`config.mk`:
```
export PLATFORM = sky130hd
export DESIGN_NAME = spi_fpu
export DESIGN_NICKNAME = d
export VERILOG_FILES = /design/src/source/spi_fpu_pkg.sv /design/src/source/spi_link.sv /design/src/source/float_adder.sv /design/src/source/fpu_controller.sv /design/src/source/spi_fpu.sv
export VERILOG_INCLUDE_DIRS = /design/src /design/src/source
export SDC_FILE = /design/constraint.sdc
export NUM_CORES = 1
export LEC_CHECK = 0
export BUFFER_PORTS_ARGS = -buffer_cell sky130_fd_sc_hd__buf_2
export CELL_PAD_IN_SITES_DETAIL_PLACEMENT = 0
export CELL_PAD_IN_SITES_GLOBAL_PLACEMENT = 1
export CORE_ASPECT_RATIO = 1.75
export CORE_MARGIN = 4
export CORE_UTILIZATION = 51
export DETAILED_ROUTE_END_ITERATION = 10
export GPL_TIMING_DRIVEN = 0
export PLACE_DENSITY = 0.85
export REMOVE_ABC_BUFFERS = 1
export SLEW_MARGIN = 25
export SYNTH_ARGS = -nofsm -noshare
export SYNTH_HDL_FRONTEND = slang
export SYNTH_HIERARCHICAL = 1
export SYNTH_SLANG_ARGS = --single-unit
```
`constraint.sdc`:
```
create_clock -name clock -period 6.11 [get_ports clock]
set_clock_uncertainty 0.1 [all_clocks]
set_input_delay 1.222 -clock clock [delete_from_list [all_inputs] [get_ports clock]]
set_output_delay 1.222 -clock clock [all_outputs]
set_load 0.01 [all_outputs]
```
`src/source/spi_fpu_defines.svh`:
```
`ifndef SPI_FPU_DEFINES_SVH
`define SPI_FPU_DEFINES_SVH

// Register file shape.
`define FPU_REG_COUNT 4
`define FPU_REG_ID_WIDTH 2

// Flip-flops per input synchronizer.
`define SPI_SYNC_STAGES 2

// Clocks from adder start to done.
`define ADDER_STAGES 4

`endif

```
`src/source/spi_fpu_pkg.sv`:
```
package spi_fpu_pkg;

	typedef enum logic [1:0] {
		command_write_register = 2'd0,
		command_add_registers  = 2'd1,
		command_read_register  = 2'd2,
		command_reserved       = 2'd3
	} fpu_command_t;

	typedef enum logic [2:0] {
		state_idle,
		state_read_command,
		state_read_target,
		state_transfer,
		state_read_operands,
		state_wait_sum,
		state_wait_end
	} controller_state_t;

	typedef struct packed {
		logic        sign;
		logic [7:0]  exponent;
		logic [22:0] mantissa;
	} float_t;

	// One byte between the link and the controller.
	typedef struct packed {
		logic       valid;
		logic [7:0] data;
	} spi_byte_t;

endpackage

```
`src/source/spi_link.sv`:
```
`timescale 1ns/1ps
`include "spi_fpu_defines.svh"

module spi_link (
	input  logic                   clock,
	input  logic                   reset,
	input  logic                   spi_clock,
	input  logic                   spi_in,
	output logic                   spi_out,
	input  logic                   spi_not_chip_select,
	output spi_fpu_pkg::spi_byte_t rx_byte,
	input  spi_fpu_pkg::spi_byte_t tx_byte,
	output logic                   tx_taken,
	output logic                   active
);
	import spi_fpu_pkg::*;

	logic [`SPI_SYNC_STAGES-1:0] clock_sync;
	logic [`SPI_SYNC_STAGES-1:0] data_sync;
	logic [`SPI_SYNC_STAGES-1:0] select_sync;
	logic                        clock_previous;
	logic                        select_previous;
	logic                        clock_rise;
	logic                        clock_fall;
	logic                        select_fall;
	logic [7:0]                  rx_shift;
	logic [2:0]                  bit_count;
	logic [7:0]                  tx_shift;
	logic                        load_pending;
	spi_byte_t                   completed;

	assign active      = ~select_sync[`SPI_SYNC_STAGES-1];
	assign clock_rise  = clock_sync[`SPI_SYNC_STAGES-1] & ~clock_previous;
	assign clock_fall  = ~clock_sync[`SPI_SYNC_STAGES-1] & clock_previous;
	assign select_fall = select_previous & active;
	assign spi_out     = active & tx_shift[7]; // MSB first.

	assign completed.valid = active & clock_rise & (bit_count == 3'd7);
	assign completed.data  = {rx_shift[6:0], data_sync[`SPI_SYNC_STAGES-1]};

	always_ff @(posedge clock)
	begin
		if (reset)
		begin
			clock_sync      <= '0;
			data_sync       <= '0;
			select_sync     <= '1; // Deselected.
			clock_previous  <= 1'b0;
			select_previous <= 1'b1;
		end
		else
		begin
			clock_sync      <= {clock_sync[`SPI_SYNC_STAGES-2:0], spi_clock};
			data_sync       <= {data_sync[`SPI_SYNC_STAGES-2:0], spi_in};
			select_sync     <= {select_sync[`SPI_SYNC_STAGES-2:0], spi_not_chip_select};
			clock_previous  <= clock_sync[`SPI_SYNC_STAGES-1];
			select_previous <= select_sync[`SPI_SYNC_STAGES-1];
		end
	end

	always_ff @(posedge clock)
	begin
		if (reset)
		begin
			bit_count     <= 3'd0;
			rx_byte.valid <= 1'b0;
		end
		else
		begin
			rx_byte <= completed;
			if (!active)
				bit_count <= 3'd0;
			else if (clock_rise)
			begin
				rx_shift  <= completed.data;
				bit_count <= bit_count + 3'd1;
			end
		end
	end

	// Next byte goes out on the falling edge after the eighth rising edge.
	always_ff @(posedge clock)
	begin
		if (reset)
		begin
			tx_shift     <= 8'h00;
			tx_taken     <= 1'b0;
			load_pending <= 1'b0;
		end
		else
		begin
			tx_taken <= 1'b0;
			if (!active)
				load_pending <= 1'b0;
			else if (select_fall || (clock_fall && load_pending))
			begin
				tx_shift     <= tx_byte.valid ? tx_byte.data : 8'h00;
				tx_taken     <= tx_byte.valid;
				load_pending <= 1'b0;
			end
			else if (clock_fall)
				tx_shift <= {tx_shift[6:0], 1'b0};
			else if (completed.valid)
				load_pending <= 1'b1;
		end
	end

endmodule

```
`src/source/float_adder.sv`:
```
`timescale 1ns/1ps
`include "spi_fpu_defines.svh"

module float_adder (
	input  logic                clock,
	input  logic                reset,
	input  logic                start,
	input  spi_fpu_pkg::float_t operand_a,
	input  spi_fpu_pkg::float_t operand_b,
	output spi_fpu_pkg::float_t sum,
	output logic                done
);
	import spi_fpu_pkg::*;

	logic [`ADDER_STAGES-1:0] valid_pipe;

	float_t             flushed_a;
	float_t             flushed_b;
	float_t             larger;
	float_t             smaller;
	logic               s1_sign;
	logic               s1_subtract;
	logic [7:0]         s1_exponent;
	logic [7:0]         s1_difference;
	logic [23:0]        s1_big;
	logic [23:0]        s1_small;

	logic [26:0]        small_extended;
	logic [26:0]        shifted;
	logic               lost;
	logic               s2_sign;
	logic               s2_subtract;
	logic [7:0]         s2_exponent;
	logic [26:0]        s2_big;
	logic [26:0]        s2_small;

	logic               s3_sign;
	logic               s3_subtract;
	logic [7:0]         s3_exponent;
	logic [27:0]        s3_total;

	logic [4:0]         zero_count;
	logic [27:0]        normalized;
	logic signed [9:0]  exponent_wide;
	float_t             result;

	function automatic logic [4:0] leading_zeros(input logic [27:0] value);
		logic [4:0] count;
		logic       found;
		count = 5'd28;
		found = 1'b0;
		for (int index = 27; index >= 0; index--)
		begin
			if (!found && value[index])
			begin
				count = 5'(27 - index);
				found = 1'b1;
			end
		end
		return count;
	endfunction

	assign done = valid_pipe[`ADDER_STAGES-1];

	always_comb
	begin
		flushed_a = operand_a;
		flushed_b = operand_b;
		if (operand_a.exponent == 8'd0)
			flushed_a.mantissa = '0; // Denormal to signed zero.
		if (operand_b.exponent == 8'd0)
			flushed_b.mantissa = '0;
		if ({flushed_a.exponent, flushed_a.mantissa} >= {flushed_b.exponent, flushed_b.mantissa})
		begin
			larger  = flushed_a;
			smaller = flushed_b;
		end
		else
		begin
			larger  = flushed_b;
			smaller = flushed_a;
		end
	end

	// Three extra bits below the mantissa, the last one sticky.
	assign small_extended = {s1_small, 3'b000};
	assign shifted        = small_extended >> s1_difference;
	assign lost           = (small_extended & ~({27{1'b1}} << s1_difference)) != 27'd0;

	always_comb
	begin
		zero_count    = leading_zeros(s3_total);
		normalized    = s3_total << zero_count;
		exponent_wide = $signed({2'b00, s3_exponent}) + 10'sd1 - $signed({5'b00000, zero_count});
		result.sign     = s3_sign;
		result.exponent = exponent_wide[7:0];
		result.mantissa = normalized[26:4]; // Truncate.
		if (s3_total == 28'd0)
		begin
			result      = '0;
			result.sign = s3_sign & ~s3_subtract; // x - x is +0.
		end
		else if (exponent_wide <= 0)
		begin
			result.exponent = 8'h00;
			result.mantissa = '0;
		end
		else if (exponent_wide >= 255)
		begin
			result.exponent = 8'hff; // Infinity.
			result.mantissa = '0;
		end
	end

	always_ff @(posedge clock)
	begin
		if (reset)
			valid_pipe <= '0;
		else
			valid_pipe <= {valid_pipe[`ADDER_STAGES-2:0], start};
	end

	always_ff @(posedge clock)
	begin
		s1_sign       <= larger.sign;
		s1_subtract   <= larger.sign ^ smaller.sign;
		s1_exponent   <= larger.exponent;
		s1_difference <= larger.exponent - smaller.exponent;
		s1_big        <= {larger.exponent != 8'd0, larger.mantissa};
		s1_small      <= {smaller.exponent != 8'd0, smaller.mantissa};

		s2_sign     <= s1_sign;
		s2_subtract <= s1_subtract;
		s2_exponent <= s1_exponent;
		s2_big      <= {s1_big, 3'b000};
		s2_small    <= {shifted[26:1], shifted[0] | lost};

		s3_sign     <= s2_sign;
		s3_subtract <= s2_subtract;
		s3_exponent <= s2_exponent;
		s3_total    <= s2_subtract ? {1'b0, s2_big} - {1'b0, s2_small}
		                           : {1'b0, s2_big} + {1'b0, s2_small};

		sum <= result;
	end

endmodule

```
`src/source/fpu_controller.sv`:
```
`timescale 1ns/1ps
`include "spi_fpu_defines.svh"

module fpu_controller (
	input  logic                   clock,
	input  logic                   reset,
	input  spi_fpu_pkg::spi_byte_t rx_byte,
	input  logic                   active,
	output spi_fpu_pkg::spi_byte_t tx_byte,
	input  logic                   tx_taken,
	output logic                   start,
	output spi_fpu_pkg::float_t    operand_a,
	output spi_fpu_pkg::float_t    operand_b,
	input  spi_fpu_pkg::float_t    sum,
	input  logic                   done
);
	import spi_fpu_pkg::*;

	float_t                       float_registers [`FPU_REG_COUNT];
	controller_state_t            state;
	fpu_command_t                 command;
	logic [1:0]                   byte_counter; // Byte within a word, LSB first.
	logic [`FPU_REG_ID_WIDTH-1:0] target_id;
	logic [`FPU_REG_ID_WIDTH-1:0] source_a_id;
	logic [`FPU_REG_ID_WIDTH-1:0] source_b_id;
	logic                         last_byte;

	assign last_byte     = byte_counter == 2'd3;
	assign operand_a     = float_registers[source_a_id];
	assign operand_b     = float_registers[source_b_id];
	assign tx_byte.valid = (state == state_transfer) && (command == command_read_register);
	assign tx_byte.data  = float_registers[target_id][8 * byte_counter +: 8];

	always_ff @(posedge clock)
	begin
		if (reset)
		begin
			state        <= state_idle;
			command      <= command_write_register;
			byte_counter <= 2'd0;
			target_id    <= '0;
			source_a_id  <= '0;
			source_b_id  <= '0;
			start        <= 1'b0;
			for (int index = 0; index < `FPU_REG_COUNT; index++)
				float_registers[index] <= '0;
		end
		else
		begin
			start <= 1'b0;
			if (!active)
				state <= state_idle; // Chip select high ends any command.
			else
			begin
				case (state)
					state_idle:
						state <= state_read_command;
					state_read_command:
						if (rx_byte.valid)
						begin
							command      <= fpu_command_t'(rx_byte.data[1:0]);
							byte_counter <= 2'd0;
							case (fpu_command_t'(rx_byte.data[1:0]))
								command_write_register: state <= state_read_target;
								command_read_register:  state <= state_read_target;
								command_add_registers:  state <= state_read_operands;
								default:                state <= state_wait_end;
							endcase
						end
					state_read_target:
						if (rx_byte.valid)
						begin
							target_id <= rx_byte.data[`FPU_REG_ID_WIDTH-1:0];
							state     <= state_transfer;
						end
					state_transfer:
						if (command == command_write_register)
						begin
							if (rx_byte.valid)
							begin
								float_registers[target_id][8 * byte_counter +: 8] <= rx_byte.data;
								byte_counter <= byte_counter + 2'd1;
								if (last_byte)
									state <= state_wait_end;
							end
						end
						else if (tx_taken)
						begin
							byte_counter <= byte_counter + 2'd1;
							if (last_byte)
								state <= state_wait_end;
						end
					state_read_operands:
						if (rx_byte.valid)
						begin
							byte_counter <= byte_counter + 2'd1;
							case (byte_counter)
								2'd0: source_a_id <= rx_byte.data[`FPU_REG_ID_WIDTH-1:0];
								2'd1: source_b_id <= rx_byte.data[`FPU_REG_ID_WIDTH-1:0];
								default:
								begin
									target_id <= rx_byte.data[`FPU_REG_ID_WIDTH-1:0];
									start     <= 1'b1;
									state     <= state_wait_sum;
								end
							endcase
						end
					state_wait_sum:
						if (done)
						begin
							float_registers[target_id] <= sum;
							state <= state_wait_end;
						end
					state_wait_end:
						state <= state_wait_end; // Extra bytes are dropped.
					default:
						state <= state_idle;
				endcase
			end
		end
	end

endmodule

```
`src/source/spi_fpu.sv`:
```
`timescale 1ns/1ps

module spi_fpu (
	input  logic clock,
	input  logic reset,
	input  logic spi_clock,
	input  logic spi_in,
	output logic spi_out,
	input  logic spi_not_chip_select
);
	spi_fpu_pkg::spi_byte_t rx_byte;
	spi_fpu_pkg::spi_byte_t tx_byte;
	spi_fpu_pkg::float_t    operand_a;
	spi_fpu_pkg::float_t    operand_b;
	spi_fpu_pkg::float_t    sum;
	logic                   tx_taken;
	logic                   active;
	logic                   start;
	logic                   done;

	spi_link link0 (
		.clock(clock), .reset(reset),
		.spi_clock(spi_clock), .spi_in(spi_in), .spi_out(spi_out),
		.spi_not_chip_select(spi_not_chip_select),
		.rx_byte(rx_byte), .tx_byte(tx_byte), .tx_taken(tx_taken), .active(active)
	);

	fpu_controller controller0 (
		.clock(clock), .reset(reset),
		.rx_byte(rx_byte), .active(active), .tx_byte(tx_byte), .tx_taken(tx_taken),
		.start(start), .operand_a(operand_a), .operand_b(operand_b),
		.sum(sum), .done(done)
	);

	float_adder adder0 (
		.clock(clock), .reset(reset),
		.start(start), .operand_a(operand_a), .operand_b(operand_b),
		.sum(sum), .done(done)
	);

endmodule

```
Word level (Yosys, flattened, before mapping)
Memory sizes are Yosys's and may differ from the RTL's. A register that Yosys moved wholly into a read port is not among the register bits.
Index checks and enable logic that the tools add are counted.
{ "totals": {"reg_bits": 252, "latch_bits": 0, "ramBits": 128, "mem_bits_ro": 0, "elab_cells": 355, "memories": 1} }
{ "op_classes": {"n_addsub": 8, "mul": 0, "n_div": 0, "n_lt_le_gt_ge": 3, "n_eq_ne": 19, "shift": 6, "mux": 140, "n_bitwise": 52, "reduce_logical": 88} }
{ "memory_table": {"columns": ["memory", "depth", "word_bits", "read_ports", "rd_ports_with_merged_regs", "write_ports", "line_no", "source"], "rows": [
  ["controller0.float_registers", 4, 32, 3, 3, 4, "fpu_controller.sv:19", "float_t float_registers [`FPU_REG_COUNT];"]
]} }
{ "op_table": {"columns": ["op", "count"], "rows": [
  ["2-to-1 mux 32 bit", 5],
  ["2-to-1 mux 5 bit", 28],
  ["2-to-1 mux 1 bit", 73],
  ["2-to-1 mux 23 bit", 2],
  ["negation 5 -> 34 bit", 1],
  ["variable shift 8 x 34 -> 32 bit, first input constant", 1],
  ["variable part select 8 x 34 -> 32 bit", 1],
  ["bitwise OR 1 bit", 33],
  ["OR reduction 32 bit", 1],
  ["variable part select 32 x 6 -> 8 bit", 1],
  [">= comparator 31 bit", 1],
  ["2-to-1 mux 31 bit", 1],
  ["logical AND 1 bit", 29],
  ["adder 27 x 27 -> 28 bit", 1],
  ["zero test 28 bit", 1],
  ["2-to-1 mux 2 bit", 14],
  ["2-to-1 mux 28 bit", 1],
  ["left shift 28 x 5 -> 27 bit", 1],
  ["subtractor 27 x 27 -> 28 bit", 1],
  ["AND 27 bit", 1],
  ["zero test 1 bit", 27],
  ["2-to-1 mux 3 bit", 9],
  ["inverter 27 bit", 1],
  ["nonzero test 27 bit", 1],
  ["40 further kinds", 81]
]} }

Longest topological paths before layout
{ "depth": {"depth_word": 85, "mapped_depth": 25, "depth_no_buf": 21} }

Cells and area by module
The synthesis kept the hierarchy.
{ "by_module_without_submodules": {"columns": ["mod", "instances", "cells_each", "area_per_inst_um2"], "rows": [
  ["float_adder", 1, 1519, 12169.2],
  ["fpu_controller", 1, 643, 8881.0],
  ["spi_link", 1, 97, 1323.8]
]} }

Worst setup path after synthesis
No wires, ideal clock.
{ "synth_timing": {"kind": "reg2reg", "start": "register with a tool-made name", "end": "register adder0.s1_difference[6]", "setup_ns": 0.119, "t_arrival_ns": 5.426, "required_ns": 5.891, "slack_ns": 0.465, "stages_incl_launch_ff": 26, "synth_period_minus_slack_ns": 5.645, "path_cell_list": "dfxtp_1 clkbuf_1 buf_2 mux4_2 nor4_1 nand2_1 clkbuf_1 nand2_1 inv_1 ha_1 a211o_1 a221o_1 a21oi_1 nand3_1 o31ai_2 buf_2 buf_1 clkbuf_1 nor2_1 nor2_1 ha_1 inv_1 o211ai_1 a221o_1 a31oi_1 xnor2_1"} }
{ "synth_lines": {"columns": ["item", "line_no", "source"], "rows": [
  ["end signal: assignment", "float_adder.sv:128", "s1_difference <= larger.exponent - smaller.exponent;"],
  ["end: declaration", "float_adder.sv:24", "logic [7:0] s1_difference;"]
]} }

Final worst setup path
{ "layout_timing": {"start": "register adder0.s3_total[6]", "end": "register, netlist name adder0/sum[22]"} }
{ "layout_via": {"elab_chain_len": 23} }
{ "layout_lines": {"columns": ["item", "line_no", "source"], "rows": [
  ["start: declaration", "float_adder.sv:40", "logic [27:0] s3_total;"],
  ["start signal: assignment", "float_adder.sv:141", "s3_total <= s2_subtract ? {1'b0, s2_big} - {1'b0, s2_small}"],
  ["logical AND 1 bit", "float_adder.sv:54", "if (!found && value[index])"],
  ["2-to-1 mux 1 bit", "float_adder.sv:54", null],
  ["zero test 1 bit", "float_adder.sv:54", null],
  ["logical AND 1 bit", "float_adder.sv:54", null],
  ["2-to-1 mux 1 bit", "float_adder.sv:54", null],
  ["zero test 1 bit", "float_adder.sv:54", null],
  ["logical AND 1 bit", "float_adder.sv:54", null],
  ["2-to-1 mux 1 bit", "float_adder.sv:54", null],
  ["[7 not listed]", null, null],
  ["logical AND 1 bit", "float_adder.sv:54", null],
  ["2-to-1 mux 1 bit", "float_adder.sv:54", null],
  ["zero test 1 bit", "float_adder.sv:54", null],
  ["logical AND 1 bit", "float_adder.sv:54", null],
  ["2-to-1 mux 5 bit", "float_adder.sv:54", null],
  ["subtractor 9 x 5 -> 10 bit", "float_adder.sv:94", "exponent_wide = $signed({2'b00, s3_exponent}) + 10'sd1 - $signed({5'b00000, zero_count});"],
  [">= comparator 10 x 9 -> 1 bit or less-or-equal comparator 10 x 1 -> 1 bit (tied branches)", "float_adder.sv:108, float_adder.sv:103", null],
  ["OR reduction 3 bit (no source line)", null, null]
]} }
Several ways; a longest one is shown, not always the timed one.
A chain may end at the register's enable or synchronous reset.

==> impl_metrics.csv <==
group,metric,value,unit
layout,final_common_cell,"nor2_1",
synth,syn_area_per_cell,9.90,µm²
critical_path,cpMostUsedCell,"a21o_1",
critical_path,cp.depth,19,
power_and_ir_drop,ir_drop,273,µV
power_and_ir_drop,power_density,303,mW/mm²
drt,drt-initial-drc-count,1730,
placed_design,dp_hpwl,50.2,mm
layout,nets,2311,
sta,slew_headroom,32.7,%
power_and_ir_drop,combinationalPowerShare,24.9,%
critical_path,cp_data_required_time,6.42,ns
die,fp.dieArea,0.0474,mm²
power_and_ir_drop,intPower,4900,µW
die,io_pins,6,
placed_design,port_buffers,5,
clock_network,htreeDepth,2,
sta,hold_viol,0,
critical_path,crit_start,"adder0/s3_total[6]",
critical_path,r2r-start,"adder0/s3_total[6]",
global_routing,overflow,0,
global_routing,grtUsageTotal,26.9,%
drt,met2_length,35.1,mm
sta,finalMaxSlewViolations,0,
synth,synth_seq_cells,386,
layout,fillers,3725,
drt,drt-wirelength-per-cell,23.4,µm
layout,drive_gt1_share,13.6,%
power_and_ir_drop,p_seq_share,45.0,%
critical_path,critPathTopFamily,"simple AND/OR/NAND/NOR gates",
critical_path,crit_path_start_kind,"flop",
clock_network,cts-root-buf,"clkbuf_16",
min_path,hp-class,"flop to flop",
layout,antennaDiodeCount,0,
synth,seq_area_frac_synth,40.9,%
clock_network,cts_sinks,386,
critical_path,cp.arrival,6.28,ns
clock_network,clockBufferDepth,3,
drt,drc,0,
sta,report.final.setup_viol,0,
drt,via_per_inst,6.20,
clock_network,cts_tree,"done",
critical_path,endpoint,"adder0/sum[22]",
power_and_ir_drop,pwr-share-clk,30.1,%
power_and_ir_drop,p_leak,0.00934,µW
synth,synth_cell_types,96,
die,core,0.0433,mm²
clock_network,clk_pin_slew_worst_paths,0.07,ns
synth,synth-main-ff-cell,"dfxtp_1",
critical_path,worstReg2RegEnd,"adder0/sum[22]",
drt,first_pass_iters,6,
critical_path,endpoint_kind,"flop",
synth,yosysWarningCount,6,
layout,syn_to_final_growth,8.59,%
global_routing,grt_pass1_vias,17300,
synth,yosysTopAreaCell,"dfxtp_1",
status,status,"complete, no violations",
critical_path,cp_slowest_cell,"nor4_1",
clock_network,clock_latency,0.54,ns
critical_path,reg2regPathDepth,19,
synth,async_reset_ff_share,0,%
drt,wl_met1,21.9,mm
synth,synth_edf_count,143,
layout,final_cell_mix,"nor2_1, dfxtp_1, nand2_1",
sta,period_minus_slack,5.97,ns
die,initial_core_util,51.6,%
critical_path,worstPathCellList,"nor4_1 > nand3_1 > nor4_1 > a21oi_1 > o31a_1 > inv_4 > ha_1 > inv_1 > ha_1 > fa_1 > a21o_1 > a21o_1 > a21o_1 > a311o_1 > nand4_1 > o211ai_1 > or2_2 > or3_1 > o22ai_1",
power_and_ir_drop,power,7370,µW
die,die_w,166,µm
die,die_y,285,µm
power_and_ir_drop,swShare,33.6,%
critical_path,critical_path_class,"flop to flop",
sta,rsz0062_at_grt,"false",
clock_network,cts_buffers,37,
synth,synthCells,2259,
global_routing,grt_max_degree,47,
critical_path,worst-path-buf-inv,2,
sta,worst_pin_slew,1.01,ns
synth,synth_top_area_share,21.7,%
placed_design,dp_cells,2718,
synth,synth_top_cells_by_area,"dfxtp_1, edfxtp_1, mux4_2",
global_routing,grt_pass1_wl,99.5,mm
critical_path,crit_fanout,31,
drt,routed.top_layer,"met4",
placed_design,gp_congestion,0.932,
drt,route.met3.wl,2.59,mm
global_routing,antenna_found_initial,1,
die,row_count,101,
sta,fin_crit_sh,97.8,%
critical_path,cpPeakStageDelay,0.70,ns
power_and_ir_drop,switchingPower,2480,µW
sta,timing.fmax,0.167,GHz
clock_network,holdBufCountCts,0,
flow_run,max_cap_viol_count,0,
critical_path,r2r_slack,0.14,ns
drt,routed_wl,65.3,mm
drt,num_vias,17300,
synth,netlist_area,0.0224,mm²
drt,ant_nets,0,
layout,fin_cells,2793,
-- layout make-up --
| cell class | instances | area [µm²] | area share, % |
|---|---|---|---|
| clock buffers | 48 | 1050 | 4.32 |
| clock inverters | 18 | 126 | 0.520 |
| inverters | 117 | 445 | 1.83 |
| multi-input cells | 1624 | 12300 | 50.8 |
| flip-flops and latches | 386 | 9180 | 37.8 |
| well taps | 566 | 708 | 2.91 |
| repair buffers | 33 | 435 | 1.79 |
| repair inverters | 1 | 5.00 | 0.0206 |
-- Yosys cell counts (all sizes together), types with 7 or more instances --
cell type	number
a221oi	18
nor4	24
nor3	30
o211a	32
or2	13
nand2b	31
xnor2	24
nand2	182
o21ai	149
edfxtp	143
mux2	25
o21bai	10
a21o	12
xor2	13
and3	12
ha	104
or3	9
nand3	55
a21oi	140
buf	55
and2	7
mux2i	68
nor3b	10
nor2	290
o211ai	17
nand4	14
mux4	96
a211oi	30
inv	117
nor2b	30
clkbuf	78
a22oi	25
a31oi	33
o21a	19
dfxtp	243
o31ai	13
-- metrics by stage --
step	cell area (µm²)	hold slack (ns)	worst slack, ns	utilization [%]	TNS, ns
2_1_floorplan	21800	0.210	-3.22	-	-145.87
3_3_place_gp	22500	0.210	-6.28	52.0	-363.27
3_5_place_dp	23000	0.212	-0.586	53.0	-8.77
4_1_cts	24200	0.226	0.00814	55.8	0
5_1_grt	24300	0.230	0.000140	56.1	0
6_report	24300	0.226	0.137	56.1	0
-- metal layers --
layer | vias up | global-route usage, %
met5 | - | 0
met4 | 0 | 19.1
met3 | 213 | 2.16
met2 | 582 | 51.2
met1 | 8364 | 27.4
li1 | 8168 | -
-- kinds of logic after synthesis --
group | after synthesis | synth area share (%)
AO/OA/AOI/OAI | 560 | 17.3
XOR/XNOR | 37 | 1.45
adder cells (fa/ha/maj) | 107 | 6.04
buffers and inverters | 250 | 4.57
flip-flops | 386 | 40.9
multiplexers | 189 | 14.0
AND/OR/NAND/NOR | 730 | 15.7
-- state kept, by name (all words and copies together) (netlist names), 3 cells and up, named ones only --
| signal | count |
|---|---|
| link0/rx_byte | 9 |
| link0/bit_count | 3 |
| link0/rx_shift | 7 |
| adder0/s1_difference | 8 |
| adder0/s1_big | 24 |
| adder0/s3_exponent | 8 |
| controller0/float_registers | 128 |
| adder0/s1_small | 24 |
| adder0/s2_exponent | 8 |
| controller0/state | 3 |
| adder0/sum | 32 |
| adder0/s2_big | 24 |
| adder0/s3_total | 28 |
| link0/tx_shift | 8 |
| adder0/s1_exponent | 8 |
| adder0/s2_small | 27 |
| adder0/valid_pipe | 4 |
-- power groups by stage --
stage	Combinational (µW)	Sequential [µW]	Clock, µW
6_report	1830	3320	2220
5_1_grt	1990	3340	2350
4_1_cts	1800	3300	2240
3_5_place_dp	1770	3350	0
3_3_place_gp	1720	3360	0
2_1_floorplan	1260	3200	0
-- worst min-delay path by stage --
stage	end	cells past startpoint	startpoint
after floorplan	adder0/s2_big[10]	0	adder0/s1_big[7]
final	adder0/s2_exponent[3]	0	adder0/s1_exponent[3]
after global routing	adder0/s2_exponent[3]	0	adder0/s1_exponent[3]
after CTS	adder0/s2_exponent[3]	0	adder0/s1_exponent[3]
after global placement	adder0/s3_exponent[6]	0	adder0/s2_exponent[6]
after detailed placement	adder0/s2_exponent[2]	0	adder0/s1_exponent[2]
-- timing repair --
item	CTS	global route
gates resized for setup	11	8
pin swaps	0	4
cloned	1	1
setup buffers	0	6
endpoints found under the setup margin	30	20
Note: power is estimated with default switching activity, not from simulation.
